**src/motor_regs_pkg.sv**
```systemverilog
/* Shared widths, byte and angle types, address map and bit positions
   for the swerve motor register block. Modules import it in their body. */
`default_nettype none

package motor_regs_pkg;

    // Bus and field widths
    localparam int ADDR_W  = 6;    // 64-byte register space
    localparam int DATA_W  = 8;
    localparam int ANGLE_W = 12;   // Rotation encoder resolution
    localparam int PWM_W   = 5;
    localparam int TEMP_W  = 6;

    typedef logic [ADDR_W-1:0]  addr_t;
    typedef logic [DATA_W-1:0]  byte_t;
    typedef logic [ANGLE_W-1:0] angle_t;

    // Broadcast addresses, both reach every drive control byte
    localparam addr_t ADDR_BCAST_ALL   = 6'h01;
    localparam addr_t ADDR_BCAST_DRIVE = 6'h03;

    // Drive blocks: control then status
    localparam int DRIVE_BASE   = 'h04;
    localparam int DRIVE_STRIDE = 2;

    // Rotation blocks, seven bytes each
    localparam int ROT_BASE   = 'h0C;
    localparam int ROT_STRIDE = 7;

    // Offsets inside a rotation block
    localparam int ROT_CTRL     = 0;
    localparam int ROT_TARGET   = 1;
    localparam int ROT_ANGLE_LO = 2;
    localparam int ROT_ANGLE_HI = 3;   // Also the command byte on write

    // Command byte bits
    localparam int CMD_ABORT_BIT  = 4;
    localparam int CMD_UPDATE_BIT = 5;
    localparam int CMD_SNAP_BIT   = 6;

    // Rotation control bit replaced by startup_fail on write
    localparam int CTRL_FAIL_BIT = 4;

    // Largest channel counts the address map can hold
    localparam int MAX_DRIVE = 4;
    localparam int MAX_ROT   = 5;

endpackage

`default_nettype wire

```
**src/bus_decoder.sv**
```systemverilog
/* Address decoder. Turns the host address into drive and rotation write
   strobes plus the channel index and byte offset used by the read mux. */
`timescale 1ns/1ps
`default_nettype none

module bus_decoder #(
    parameter int NUM_DRIVE = 4,
    parameter int NUM_ROT   = 4
) (
    input  motor_regs_pkg::addr_t  address,
    input  logic                   write_en,
    output logic [NUM_DRIVE-1:0]   drive_wr,
    output logic [NUM_ROT-1:0]     rot_wr,
    output logic                   hit_drive,
    output logic                   hit_rot,
    output logic [2:0]             chan,
    output logic [2:0]             reg_offset
);
    import motor_regs_pkg::*;

    logic bcast_wr;     // Write to either drive broadcast address
    logic rot_wr_off;   // Offset is a writable rotation byte

    // True when addr sits inside [base, base + stride)
    function automatic logic in_block(input addr_t addr, input int base, input int stride);
        return (int'(addr) >= base) && (int'(addr) < base + stride);
    endfunction

    always_comb begin
        hit_drive  = 1'b0;
        hit_rot    = 1'b0;
        chan       = '0;
        reg_offset = '0;
        for (int i = 0; i < MAX_DRIVE; i++) begin
            if (i < NUM_DRIVE && in_block(address, DRIVE_BASE + i * DRIVE_STRIDE, DRIVE_STRIDE)) begin
                hit_drive  = 1'b1;
                chan       = 3'(i);
                reg_offset = 3'(int'(address) - (DRIVE_BASE + i * DRIVE_STRIDE));
            end
        end
        for (int i = 0; i < MAX_ROT; i++) begin
            if (i < NUM_ROT && in_block(address, ROT_BASE + i * ROT_STRIDE, ROT_STRIDE)) begin
                hit_rot    = 1'b1;
                chan       = 3'(i);
                reg_offset = 3'(int'(address) - (ROT_BASE + i * ROT_STRIDE));
            end
        end
    end

    assign bcast_wr   = write_en && (address == ADDR_BCAST_ALL || address == ADDR_BCAST_DRIVE);
    assign rot_wr_off = (reg_offset == ROT_CTRL) || (reg_offset == ROT_TARGET) ||
                        (reg_offset == ROT_ANGLE_HI);   // Offsets 2, 4..6 are read only

    always_comb begin
        for (int n = 0; n < NUM_DRIVE; n++) begin
            // Control byte only, status is never written
            drive_wr[n] = bcast_wr || (write_en && hit_drive && chan == 3'(n) && reg_offset == '0);
        end
        for (int n = 0; n < NUM_ROT; n++) begin
            rot_wr[n] = write_en && hit_rot && rot_wr_off && chan == 3'(n);
        end
    end

    // Drive and rotation regions never overlap
    always_comb begin
        assert final (!(hit_drive && hit_rot) && !((|drive_wr) && (|rot_wr)))
            else $error("bus_decoder: drive and rotation decode overlap at %h", address);
    end

endmodule

`default_nettype wire

```
**src/drive_channel.sv**
```systemverilog
/* One drive motor channel. Holds the writable control byte and samples
   the live status byte every clock. */
`timescale 1ns/1ps
`default_nettype none

module drive_channel (
    input  logic                                clock,
    input  logic                                rst_n,
    input  logic                                wr,
    input  motor_regs_pkg::byte_t               wr_data,
    input  logic                                fault,
    input  logic                                startup_fail,
    input  logic [motor_regs_pkg::TEMP_W-1:0]   adc_temp,
    output logic                                brake,
    output logic                                sd_enable,
    output logic                                direction,
    output logic [motor_regs_pkg::PWM_W-1:0]    pwm,
    output motor_regs_pkg::byte_t               ctrl_byte,
    output motor_regs_pkg::byte_t               status_byte
);
    import motor_regs_pkg::*;

    byte_t ctrl_q;

    always_ff @(posedge clock) begin
        if (!rst_n) begin
            ctrl_q <= '0;
        end else if (wr) begin
            ctrl_q <= wr_data;   // Direct or broadcast write
        end
    end

    // Status resampled every edge
    always_ff @(posedge clock) begin
        status_byte <= {fault, startup_fail, adc_temp};
    end

    // Control byte fields
    assign brake     = ctrl_q[7];
    assign sd_enable = ctrl_q[6];
    assign direction = ctrl_q[5];
    assign pwm       = ctrl_q[PWM_W-1:0];
    assign ctrl_byte = ctrl_q;

    // Outputs come up idle after reset
    a_ctrl_reset: assert property (@(posedge clock) !rst_n |=> ctrl_byte == '0)
        else $error("drive_channel: control byte not cleared by reset");

endmodule

`default_nettype wire

```
**src/motor_reg_top.sv**
```systemverilog
/* Top of the motor register block. Places the address decoder, the drive
   and rotation channel arrays and the read mux behind the host bus. */
`timescale 1ns/1ps
`default_nettype none

module motor_reg_top #(
    parameter int NUM_DRIVE = 4,   // 1..4
    parameter int NUM_ROT   = 4    // 1..5
) (
    input  logic                                                clock,
    input  logic                                                rst_n,
    input  logic                                                read_en,
    input  logic                                                write_en,
    input  motor_regs_pkg::addr_t                               address,
    input  motor_regs_pkg::byte_t                               wr_data,
    output motor_regs_pkg::byte_t                               rd_data,
    input  logic [NUM_DRIVE-1:0]                                fault,
    input  logic [NUM_DRIVE-1:0][motor_regs_pkg::TEMP_W-1:0]    adc_temp,
    input  logic [7:0]                                          startup_fail,
    output logic [NUM_DRIVE-1:0]                                brake,
    output logic [NUM_DRIVE-1:0]                                sd_enable,
    output logic [NUM_DRIVE-1:0]                                direction,
    output logic [NUM_DRIVE-1:0][motor_regs_pkg::PWM_W-1:0]     pwm,
    output logic [NUM_ROT-1:0]                                  calib_en,
    output logic [NUM_ROT-1:0]                                  sr_enable,
    output logic [NUM_ROT-1:0]                                  stall_chk_en,
    output motor_regs_pkg::angle_t [NUM_ROT-1:0]                target_angle,
    input  motor_regs_pkg::angle_t [NUM_ROT-1:0]                current_angle,
    output logic [NUM_ROT-1:0]                                  update_angle,
    output logic [NUM_ROT-1:0]                                  abort_angle,
    input  logic [NUM_ROT-1:0]                                  angle_done
);
    import motor_regs_pkg::*;

    logic [NUM_DRIVE-1:0]   drive_wr;
    logic [NUM_ROT-1:0]     rot_wr;
    logic                   hit_drive;
    logic                   hit_rot;
    logic [2:0]             chan;
    logic [2:0]             reg_offset;

    // Channel readback bytes
    byte_t [NUM_DRIVE-1:0]  drive_ctrl;
    byte_t [NUM_DRIVE-1:0]  drive_status;
    byte_t [NUM_ROT-1:0]    rot_ctrl;
    byte_t [NUM_ROT-1:0]    rot_target;
    byte_t [NUM_ROT-1:0]    rot_angle_lo;
    byte_t [NUM_ROT-1:0]    rot_angle_hi;

    bus_decoder #(
        .NUM_DRIVE (NUM_DRIVE),
        .NUM_ROT   (NUM_ROT)
    ) i_bus_decoder (
        .address    (address),
        .write_en   (write_en),
        .drive_wr   (drive_wr),
        .rot_wr     (rot_wr),
        .hit_drive  (hit_drive),
        .hit_rot    (hit_rot),
        .chan       (chan),
        .reg_offset (reg_offset)
    );

    for (genvar n = 0; n < NUM_DRIVE; n++) begin : g_drive
        drive_channel i_drive_channel (
            .clock        (clock),
            .rst_n        (rst_n),
            .wr           (drive_wr[n]),
            .wr_data      (wr_data),
            .fault        (fault[n]),
            .startup_fail (startup_fail[n]),   // One fail bit per drive
            .adc_temp     (adc_temp[n]),
            .brake        (brake[n]),
            .sd_enable    (sd_enable[n]),
            .direction    (direction[n]),
            .pwm          (pwm[n]),
            .ctrl_byte    (drive_ctrl[n]),
            .status_byte  (drive_status[n])
        );
    end

    for (genvar n = 0; n < NUM_ROT; n++) begin : g_rot
        rotation_channel i_rotation_channel (
            .clock         (clock),
            .rst_n         (rst_n),
            .wr            (rot_wr[n]),
            .reg_offset    (reg_offset),
            .wr_data       (wr_data),
            .startup_fail  (startup_fail[4]),   // Shared by all rotation channels
            .current_angle (current_angle[n]),
            .angle_done    (angle_done[n]),
            .calib_en      (calib_en[n]),
            .sr_enable     (sr_enable[n]),
            .stall_chk_en  (stall_chk_en[n]),
            .target_angle  (target_angle[n]),
            .update_angle  (update_angle[n]),
            .abort_angle   (abort_angle[n]),
            .ctrl_byte     (rot_ctrl[n]),
            .target_byte   (rot_target[n]),
            .angle_lo_byte (rot_angle_lo[n]),
            .angle_hi_byte (rot_angle_hi[n])
        );
    end

    readback_mux #(
        .NUM_DRIVE (NUM_DRIVE),
        .NUM_ROT   (NUM_ROT)
    ) i_readback_mux (
        .clock        (clock),
        .rst_n        (rst_n),
        .read_en      (read_en),
        .hit_drive    (hit_drive),
        .hit_rot      (hit_rot),
        .chan         (chan),
        .reg_offset   (reg_offset),
        .drive_ctrl   (drive_ctrl),
        .drive_status (drive_status),
        .rot_ctrl     (rot_ctrl),
        .rot_target   (rot_target),
        .rot_angle_lo (rot_angle_lo),
        .rot_angle_hi (rot_angle_hi),
        .rd_data      (rd_data)
    );

endmodule

`default_nettype wire

```
**src/readback_mux.sv**
```systemverilog
/* Read path. Picks the addressed byte from the channel outputs and
   registers it onto rd_data, one cycle after the read is sampled. */
`timescale 1ns/1ps
`default_nettype none

module readback_mux #(
    parameter int NUM_DRIVE = 4,
    parameter int NUM_ROT   = 4
) (
    input  logic                                    clock,
    input  logic                                    rst_n,
    input  logic                                    read_en,
    input  logic                                    hit_drive,
    input  logic                                    hit_rot,
    input  logic [2:0]                              chan,
    input  logic [2:0]                              reg_offset,
    input  motor_regs_pkg::byte_t [NUM_DRIVE-1:0]   drive_ctrl,
    input  motor_regs_pkg::byte_t [NUM_DRIVE-1:0]   drive_status,
    input  motor_regs_pkg::byte_t [NUM_ROT-1:0]     rot_ctrl,
    input  motor_regs_pkg::byte_t [NUM_ROT-1:0]     rot_target,
    input  motor_regs_pkg::byte_t [NUM_ROT-1:0]     rot_angle_lo,
    input  motor_regs_pkg::byte_t [NUM_ROT-1:0]     rot_angle_hi,
    output motor_regs_pkg::byte_t                   rd_data
);
    import motor_regs_pkg::*;

    byte_t sel;   // Byte at the current address

    always_comb begin
        sel = '0;   // Unmapped addresses read zero
        if (hit_drive) begin
            sel = reg_offset[0] ? drive_status[chan] : drive_ctrl[chan];
        end else if (hit_rot) begin
            case (reg_offset)
                ROT_CTRL:     sel = rot_ctrl[chan];
                ROT_TARGET:   sel = rot_target[chan];
                ROT_ANGLE_LO: sel = rot_angle_lo[chan];
                ROT_ANGLE_HI: sel = rot_angle_hi[chan];
                default:      sel = '0;   // Offsets 4..6 unused
            endcase
        end
    end

    // Holds until the next read
    always_ff @(posedge clock) begin
        if (!rst_n) begin
            rd_data <= '0;
        end else if (read_en) begin
            rd_data <= sel;
        end
    end

    // Decoder only flags channels that exist
    a_chan_range: assert property (@(posedge clock) disable iff (!rst_n)
        (hit_drive |-> int'(chan) < NUM_DRIVE) and (hit_rot |-> int'(chan) < NUM_ROT))
        else $error("readback_mux: channel %0d out of range", chan);

endmodule

`default_nettype wire

```
**src/rotation_channel.sv**
```systemverilog
/* One rotation motor channel. Control and target bytes, an angle snapshot
   and the one-cycle abort and update pulses fired from the command byte. */
`timescale 1ns/1ps
`default_nettype none

module rotation_channel (
    input  logic                    clock,
    input  logic                    rst_n,
    input  logic                    wr,
    input  logic [2:0]              reg_offset,
    input  motor_regs_pkg::byte_t   wr_data,
    input  logic                    startup_fail,
    input  motor_regs_pkg::angle_t  current_angle,
    input  logic                    angle_done,
    output logic                    calib_en,
    output logic                    sr_enable,
    output logic                    stall_chk_en,
    output motor_regs_pkg::angle_t  target_angle,
    output logic                    update_angle,
    output logic                    abort_angle,
    output motor_regs_pkg::byte_t   ctrl_byte,
    output motor_regs_pkg::byte_t   target_byte,
    output motor_regs_pkg::byte_t   angle_lo_byte,
    output motor_regs_pkg::byte_t   angle_hi_byte
);
    import motor_regs_pkg::*;

    byte_t  ctrl_q;
    byte_t  ctrl_d;
    byte_t  target_q;
    angle_t snap_q;      // Angle frozen at the last snap command
    logic   done_q;
    logic   ctrl_wr;
    logic   target_wr;
    logic   cmd_wr;

    assign ctrl_wr   = wr && (reg_offset == ROT_CTRL);
    assign target_wr = wr && (reg_offset == ROT_TARGET);
    assign cmd_wr    = wr && (reg_offset == ROT_ANGLE_HI);

    // Fail bit comes from the pin, not the host
    always_comb begin
        ctrl_d                = wr_data;
        ctrl_d[CTRL_FAIL_BIT] = startup_fail;
    end

    always_ff @(posedge clock) begin
        if (!rst_n) begin
            ctrl_q       <= '0;
            target_q     <= '0;
            snap_q       <= '0;
            abort_angle  <= 1'b0;
            update_angle <= 1'b0;
        end else begin
            if (ctrl_wr) begin
                ctrl_q <= ctrl_d;
            end
            if (target_wr) begin
                target_q <= wr_data;
            end
            // Pulses last one cycle, repeat on back-to-back commands
            abort_angle  <= cmd_wr && wr_data[CMD_ABORT_BIT];
            update_angle <= cmd_wr && wr_data[CMD_UPDATE_BIT];
            // Freeze both angle bytes so lo and hi reads agree
            if (cmd_wr && wr_data[CMD_SNAP_BIT]) begin
                snap_q <= current_angle;
            end
        end
    end

    always_ff @(posedge clock) begin
        done_q <= angle_done;   // Live flag, sampled every edge
    end

    // Control byte fields
    assign calib_en     = ctrl_q[7];
    assign sr_enable    = ctrl_q[6];
    assign stall_chk_en = ctrl_q[5];
    assign target_angle = {ctrl_q[3:0], target_q};   // Upper nibble lives in control

    // Readback bytes
    assign ctrl_byte     = ctrl_q;
    assign target_byte   = target_q;
    assign angle_lo_byte = snap_q[7:0];
    assign angle_hi_byte = {done_q, 3'b000, snap_q[ANGLE_W-1:8]};

    // Every update pulse traces back to a command write one edge earlier
    a_update_cause: assert property (@(posedge clock) disable iff (!rst_n)
        update_angle |-> $past(cmd_wr && wr_data[CMD_UPDATE_BIT]))
        else $error("rotation_channel: update_angle without command write");

endmodule

`default_nettype wire

```
**config.mk**
```make
export PLATFORM = sky130hd
export DESIGN_NAME = motor_reg_top
export DESIGN_NICKNAME = d
export VERILOG_FILES = /design/src/motor_regs_pkg.sv /design/src/bus_decoder.sv /design/src/drive_channel.sv /design/src/motor_reg_top.sv /design/src/readback_mux.sv /design/src/rotation_channel.sv
export SDC_FILE = /design/constraint.sdc
export NUM_CORES = 1
export LEC_CHECK = 0
export BUFFER_PORTS_ARGS = -buffer_cell sky130_fd_sc_hd__clkbuf_2
export CAP_MARGIN = 20
export CORE_ASPECT_RATIO = 0.7
export CORE_MARGIN = 2
export CORE_UTILIZATION = 25
export CTS_CLUSTER_SIZE = 25
export DETAILED_ROUTE_END_ITERATION = 6
export SETUP_SLACK_MARGIN = 0.4
export SLEW_MARGIN = 20
export SYNTH_ARGS = -nofsm -noshare
export SYNTH_HDL_FRONTEND = slang
export SYNTH_SLANG_ARGS = --single-unit
```
**constraint.sdc**
```tcl
create_clock -name clock -period 4.3 [get_ports clock]
set_clock_uncertainty 0.05 [all_clocks]
set_input_delay 1.075 -clock clock [delete_from_list [all_inputs] [get_ports clock]]
set_output_delay 1.075 -clock clock [all_outputs]
set_load 0.005 [all_outputs]
```
==> results of run 1 <==
==> per-stage QoR <==
stage / cells / hold slack (ns)
after floorplan: 879 / 0.386
after global placement: 1495 / 0.394
after detailed placement: 1495 / 0.414
after CTS: 1526 / 0.428
after global routing: 1526 / 0.465
final: 1526 / 0.428
==> area by class of cell <==
type	instances	area, µm²	area share (%)
Tap cell	472	591	5.39
Timing Repair Buffer	257	1510	13.8
Multi-Input combinational cell	567	4320	39.4
Inverter	3	11.3	0.103
Clock buffer	18	439	4.01
Clock inverter	13	166	1.52
Sequential cell	196	3920	35.8
==> synthesized netlist by cell type (4+ instances only) <==
library cell  count  area, µm²
dfxtp_1         196       3920
mux2i_1         127       1270
nor2b_1         109        682
nand2_1          49        184
buf_4            48        360
clkbuf_1         42        158
a222oi_1         40        400
nand3_1          28        140
o21ai_0          28        140
mux2_2           27        304
nor2_1           26       97.6
buf_2            16       80.1
a22oi_1          12       90.1
nor3_1           12       60.1
a31o_2            9       78.8
a21boi_0          8       60.1
and3_1            7       43.8
or3_1             7       43.8
ha_1              6       75.1
o211ai_1          5       37.5
a21oi_1           4       20.0
a221o_1           4       40.0
buf_6             4       45.0
nand2b_1          4       25.0
nand3_2           4       40.0
o22a_1            4       35.0
o22ai_1           4       25.0
==> power by group through the flow <==
stage / clock network, mW / registers, mW / logic [mW]
after floorplan: 0 / 1.90 / 0.222
after global placement: 0 / 1.90 / 0.402
after detailed placement: 0 / 1.90 / 0.404
after CTS: 1.71 / 1.86 / 0.406
after global routing: 1.77 / 1.86 / 0.436
final: 1.66 / 1.86 / 0.406
==> worst min-delay path, delay by kind of cell (launching register included) <==
| family | cells | cell delay (ns) |
|---|---|---|
| simple gates | 1 | 0.06 |
| mux | 1 | 0.06 |
| flops | 1 | 0.32 |
==> registers in the layout, summed over array words and instances (netlist names) <==
register                               flops
g_rot.i_rotation_channel.done_q            4
i_readback_mux.rd_data                     8
g_rot.i_rotation_channel.abort_angle       4
g_rot.i_rotation_channel.ctrl_byte        32
g_rot.i_rotation_channel.snap_q           48
g_drive.i_drive_channel.ctrl_byte         32
g_rot.i_rotation_channel.update_angle      4
g_rot.i_rotation_channel.target_byte      32
g_drive.i_drive_channel.status_byte       32
==> metal layers <==
metal	track usage, %	wire length, µm
met2	24.9	13300
met4	4.19	592
met3	5.53	2660
met5	0	0
met1	22.8	14400
==> cells in the final DEF (no fill, tap or decap), types with 7 or more instances in the layout <==
master     Yosys  final
o21ai_0       28     28
nand3_1       28     28
and3_1         7      7
nor2b_1      109    109
nor2_1        26     25
mux2i_1      127    127
buf_12         0      8
buf_4         48     40
a22oi_1       12     12
clkbuf_2       0    209
mux2_2        27     27
dfxtp_1      196    196
a21boi_0       8      8
a222oi_1      40     40
a31o_2         9      9
nand2_1       49     48
clkbuf_16      0     17
or3_1          7      7
nor3_1        12     11
==> path summary, 6_finish.rpt <==
check	start	to	slack, ns	cells past startpoint
hold reg to reg	g_rot[1].i_rotation_channel.ctrl_byte[4]	g_rot[1].i_rotation_channel.ctrl_byte[4]	0.43	2
setup reg to reg	g_rot[0].i_rotation_channel.snap_q[4]	i_readback_mux.rd_data[4]	2.37	6
hold / removal	g_rot[1].i_rotation_channel.ctrl_byte[4]	g_rot[1].i_rotation_channel.ctrl_byte[4]	0.43	2
setup / recovery	address[1]	g_rot[0].i_rotation_channel.ctrl_byte[6]	0.62	10
==> cell families after synthesis <==
family / Yosys count
AND/OR/NAND/NOR: 266
flip-flops: 196
multiplexers: 154
AO/OA/AOI/OAI: 140
buffers and inverters: 116
adder cells (fa/ha/maj): 6
XOR/XNOR: 1
==> summary.txt, run 1 <==
Critical path
  – Crit Path Class: primary input to register
  – Worst EP required: 4.57 ns
  – Max FO, Critical Path: 9
  – Data arrival time of the critical path: 3.95 ns
  – Largest stage delay on the critical path: 0.47 ns
  – Worst Path Buf+Inv: 1
  – Slowest stage cell on the critical path: nor4_1
  – Crit start category: primary input
  – Kind of end point of the critical path: register
  – Crit-path cells: clkbuf_2 > ha_1 > nor2b_1 > o311a_1 > nor4_1 > o22a_1 > nand2b_1 > nor2_1 > nand2_1 > mux2i_1
  – Delay-heaviest family, CP: simple AND/OR/NAND/NOR gates

Timing
  – TNS Setup: 0 ns
  – Final Setup Violations: 0
  – Final period utilization: 85.7%
  – Final min period: 3.68 ns
  – Worst slew margin: 55.0%
  – Pins Over Slew Limit: 0
  – RSZ-0062 raised after global routing: false
  – Worst-margin pin slew: 0.676 ns
  – Fmax: 271 MHz
  – Final worst-path setup slack: 0.615 ns
  – Final hold vios: 0

Drt
  – Routed len/inst: 20.3 µm
  – Antenna-violating nets left: 0
  – Via count: 7256
  – DRC viols: 0
  – DR iter-0 viols: 776
  – Router iterations before antenna repair: 6
  – WL final: 30900 µm
  – Vias per cell: 4.75

Global route
  – Number of global-route vias before repair: 7073
  – Global-route usage over all layers: 16.6%
  – First-pass GRT wire length: 45500 µm
  – Largest net degree at the start of global routing: 68
  – Total gr overflow: 0
  – Initial antenna violation count: 0

Synth
  – Synthesized area: 8880 µm²
  – Synth Instances: 879
  – Synth Area in Simple Gates: 16.8%
  – Sequential area share after synthesis: 44.2%
  – Ys flop type: dfxtp_1
  – Synthesis Warnings: 0
  – Compound-gate portion of the synthesized area: 12.9%
  – Post-synth ARST share: 0%
  – Synth Area per Inst: 10.1 µm²
  – Register bit count reported by yosys: 196
  – Largest family of logic cells by synthesized area: multiplexers
  – Mux cell area share after synthesis: 17.7%
  – Post-Synth XOR/XNOR Area: 0.0986%
  – EDFF count, synth: 0
  – Synth unique cells: 58
  – Synth Area in Adders: 0.845%
  – Synthesized Nets: 991

Floorplan
  – Die Ht: 162 µm
  – I/O Pins: 214
  – Rows: 57
  – Core area: 34900 µm²
  – Die extent in x: 229 µm
  – Starting density of the core: 25.5%
  – Total die area: 37100 µm²

Job
  – Number of max-cap violations: 0

Clocking
  – Total CTS buffers: 17
  – # hold bufs at CTS: 0
  – Clock-pin slew on the worst setup and hold paths: 0.08 ns
  – Root Buffer: clkbuf_16
  – Clock Sinks: 196
  – Clk_lat worst skew: 0.45 ns
  – Postcts setup bufs: 0
  – CTS tree: built
  – H-tree levels: 4
  – Longest Clk Path Bufs: 2
  – PostCTS Resize Cnt: 0

Pwr
  – Logic pwr share: 10.4%
  – Clock Power Share: 42.3%
  – Reg power frac: 47.3%
  – Switching power: 1.03 mW
  – VDD IR max: 252 µV
  – Pleak: 5.13 nW
  – Power consumption: 3.92 mW
  – Sw Share: 26.2%
  – Int Power: 2.90 mW
  – Power per Cell Area: 358 nW/µm²

Cells and area
  – Finished layout cell area: 11000 µm²
  – Core Util, Final: 31.4%
  – Fillers: 3627
  – Share of layout cells above drive strength 1: 32.6%
  – Area delta synth->final: 23.3%
  – # nets final: 1154
  – Ant diodes: 0

Hold path
  – Tightest Hold Check Type: register to register

Placement
  – Worst slack, placed: 0.169 ns
  – Hpwl dp: 23600 µm
  – Dpl cell area: 10300 µm²
  – Placer Congestion: 0.867
  – Port Buffers: 210

Status
  – Run status: finished clean
No activity file was read; power rests on OpenSTA's default activity.
==> inputs of run 2 (changes only) <==
- ABC_AREA: default -> 1
==> summary.txt, run 2 <==
Job
  – Number of max-cap violations: 0 (unchanged)

Synth
  – Synth top cells by count: nand2_1, nor2_1, dfxtp_1 (was dfxtp_1, mux2i_1, nor2b_1)
  – Cell with the most instances after synthesis: nand2_1 (was dfxtp_1)
  – Register bit count reported by yosys: 196 (unchanged)
  – Synth Instances: 1329 (was 879)
  – Ys flop type: dfxtp_1 (unchanged)
  – Synthesized Nets: 1441 (was 991)
  – Synth unique cells: 35 (was 58)
  – Cell taking the most area after synthesis: dfxtp_1 (unchanged)
  – Synthesis Warnings: 0 (unchanged)
  – EDFF count, synth: 0 (unchanged)
  – Synthesized area: 9230 µm² (was 8880 µm²)
  – Post-synth ARST share: 0% (unchanged)
  – Area share of the largest cell type after synthesis: 42.5% (was 44.2%)
  – Synth Area per Inst: 6.94 µm² (was 10.1 µm²)
  – Top cells by area, synth: dfxtp_1, nand2_1, nor2_1, o21ai_0, nand3_1 (was dfxtp_1, mux2i_1, nor2b_1, a222oi_1, buf_4)
  – Sequential area share after synthesis: 42.5% (was 44.2%)

Cells and area
  – Share of layout cells above drive strength 1: 22.4% (was 32.6%)
  – Area delta synth->final: 19.5% (was 23.3%)
  – Commonest non-fill, non-tap cell in the layout: nand2_1 (was clkbuf_2)
  – Biggest register: g_rot.i_rotation_channel.snap_q (unchanged)
  – Ant diodes: 0 (unchanged)
  – Max FFs per register: 48 (unchanged)
  – Core Util, Final: 30.5% (was 31.4%)
  – Most frequent cells in the layout: nand2_1, nor2_1, clkbuf_2 (was clkbuf_2, dfxtp_1, mux2i_1)
  – # nets final: 1577 (was 1154)
  – Fillers: 3909 (was 3627)

Drt
  – DRC viols: 0 (unchanged)
  – Routed len/inst: 17.4 µm (was 20.3 µm)
  – Router iterations before antenna repair: 6 (unchanged)
  – Vias per cell: 4.64 (was 4.75)
  – Antenna-violating nets left: 0 (unchanged)
  – Via count: 9090 (was 7256)
  – DR iter-0 viols: 864 (was 776)
  – WL final: 34000 µm (was 30900 µm)

Timing
  – Fmax: 274 MHz (was 271 MHz)
  – Worst slew margin: 31.5% (was 55.0%)
  – TNS Setup: 0 ns (unchanged)
  – Final hold vios: 0 (unchanged)
  – Final Setup Violations: 0 (unchanged)
  – RSZ-0062 raised after global routing: false (unchanged)
  – Pins Over Slew Limit: 0 (unchanged)
  – Final period utilization: 84.8% (was 85.7%)
  – Final min period: 3.65 ns (was 3.68 ns)
  – Worst-margin pin slew: 1.03 ns (was 0.676 ns)
  – Final worst-path setup slack: 0.653 ns (was 0.615 ns)

Hold path
  – Hold Path End: g_rot[1].i_rotation_channel.snap_q[7] (was g_rot[1].i_rotation_channel.ctrl_byte[4])
  – Tightest Hold Check Type: register to register (unchanged)
  – WHS Path Cells: 2 (unchanged)
  – Hold_sp: g_rot[1].i_rotation_channel.snap_q[7] (was g_rot[1].i_rotation_channel.ctrl_byte[4])

Clocking
  – Longest Clk Path Bufs: 2 (unchanged)
  – CTS tree: built (unchanged)
  – Root Buffer: clkbuf_16 (unchanged)
  – # hold bufs at CTS: 0 (unchanged)
  – Total CTS buffers: 17 (unchanged)
  – Clock-pin slew on the worst setup and hold paths: 0.08 ns (about the same)
  – H-tree levels: 4 (unchanged)
  – Postcts setup bufs: 0 (unchanged)
  – Clk_lat worst skew: 0.47 ns (was 0.45 ns)
  – PostCTS Resize Cnt: 0 (unchanged)
  – Clock Sinks: 196 (unchanged)

Placement
  – Worst slack, placed: 0.246 ns (was 0.169 ns)
  – Hpwl dp: 25900 µm (was 23600 µm)
  – Placer Congestion: 0.898 (was 0.867)
  – Port Buffers: 210 (unchanged)

Critical path
  – Worst Path Buf+Inv: 4 (was 1)
  – Slowest stage cell on the critical path: nand2_1 (was nor4_1)
  – Crit start category: primary input (unchanged)
  – Crit-path cells: clkbuf_2 > inv_1 > ha_1 > nand2_2 > o211ai_2 > buf_4 > nand2_1 > nor2_2 > buf_4 > nand3_4 > nor2_4 > nand2_1 > nand2_1 > a21oi_1 (was clkbuf_2 > ha_1 > nor2b_1 > o311a_1 > nor4_1 > o22a_1 > nand2b_1 > nor2_1 > nand2_1 > mux2i_1)
  – Largest stage delay on the critical path: 0.35 ns (was 0.47 ns)
  – R2r setup slk: 2.99 ns (was 2.37 ns)
  – Kind of end point of the critical path: register (unchanged)
  – Critical R2R Launch: g_rot[1].i_rotation_channel.target_byte[3] (was g_rot[0].i_rotation_channel.snap_q[4])
  – Reg2reg path depth: 8 (was 6)
  – Worst EP required: 4.56 ns (was 4.57 ns)
  – Delay-heaviest family, CP: simple AND/OR/NAND/NOR gates (unchanged)
  – Cell mode on critical path: nand2_1
  – Crit Path Class: primary input to register (unchanged)
  – Data arrival time of the critical path: 3.91 ns (was 3.95 ns)
  – R2r endpoint: i_readback_mux.rd_data[3] (was i_readback_mux.rd_data[4])
  – Max FO, Critical Path: 14 (was 9)

Floorplan
  – Die extent in x: 234 µm (was 229 µm)
  – Total die area: 38500 µm² (was 37100 µm²)
  – Die Ht: 165 µm (was 162 µm)
  – Core area: 36100 µm² (was 34900 µm²)
  – I/O Pins: 214 (unchanged)
  – Rows: 58 (was 57)
  – Starting density of the core: 25.5% (about the same)

Global route
  – Largest net degree at the start of global routing: 57 (was 68)
  – Initial antenna violation count: 1 (was 0)
  – Total gr overflow: 0 (unchanged)
  – Global-route usage over all layers: 17.5% (was 16.6%)
  – First-pass GRT wire length: 49800 µm (was 45500 µm)
  – Number of global-route vias before repair: 8178 (was 7073)

Pwr
  – Power per Cell Area: 371 nW/µm² (was 358 nW/µm²)
  – VDD IR max: 225 µV (was 252 µV)
  – Power consumption: 4.09 mW (was 3.92 mW)
  – Pleak: 5.01 nW (was 5.13 nW)

Status
  – Run status: finished clean (unchanged)
[run 2: worst max-delay path by stage]
stage | slack, ns | start | end | depth (start not counted)
3_5_place_dp | 0.25 | address[1] | g_rot[2].i_rotation_channel.snap_q[6] | 14
5_1_grt | 0.41 | address[1] | g_rot[2].i_rotation_channel.snap_q[5] | 14
6_report | 0.65 | address[1] | g_rot[2].i_rotation_channel.snap_q[6] | 14
4_1_cts | 0.72 | address[1] | g_rot[2].i_rotation_channel.snap_q[6] | 14
3_3_place_gp | 0.32 | address[1] | g_rot[2].i_rotation_channel.snap_q[7] | 14
2_1_floorplan | 1.13 | address[1] | g_rot[2].i_rotation_channel.snap_q[10] | 14
[run 2: final cells by class]
| cell class | instances | area (µm²) | share of cell area (%) |
|---|---|---|---|
| multi-input combinational | 959 | 4390 | 39.8 |
| sequential | 196 | 3920 | 35.6 |
| timing repair buffer | 234 | 1280 | 11.6 |
| tap | 480 | 601 | 5.45 |
| clock buffer | 19 | 453 | 4.11 |
| inverter | 57 | 216 | 1.96 |
| clock inverter | 13 | 161 | 1.46 |
[run 2: stage by stage]
stage	hold WS [ns]	instance area (µm²)	cells
2_1_floorplan	0.389	9230	1329
3_3_place_gp	0.400	10400	1926
3_5_place_dp	0.405	10400	1926
4_1_cts	0.417	11000	1958
5_1_grt	0.429	11000	1958
6_report	0.411	11000	1958
[run 2: layer usage]
layer	routed length, µm	vias to the layer above	track usage (%)
met5	13	-	0
met4	670	2	5.21
met3	3030	42	5.06
met2	13900	395	24.9
met1	16400	4155	25.1
li1	-	4496	-
[run 2: worst min-delay path, delay by kind of cell (launching register included)]
kind | cells | cell delay, ns
AO/OA/AOI/OAI | 1 | 0.05
flip-flops | 1 | 0.31
AND/OR/NAND/NOR | 1 | 0.06
[run 2: report_power, final]
part,switching [mW],leakage (nW),internal (mW)
logic,0.353,3.12,0.147
registers,0.0193,1.59,1.85
clock network,0.809,0.300,0.910
[run 2: cell families after synthesis]
kind of cell | synth area share, %
DFF | 42.5
AOI/OAI and AO/OA | 10.7
and+or+nand+nor | 35.9
buffers and inverters | 9.97
xor gates and xnor gates | 0.0950
adders and majority gates | 0.814
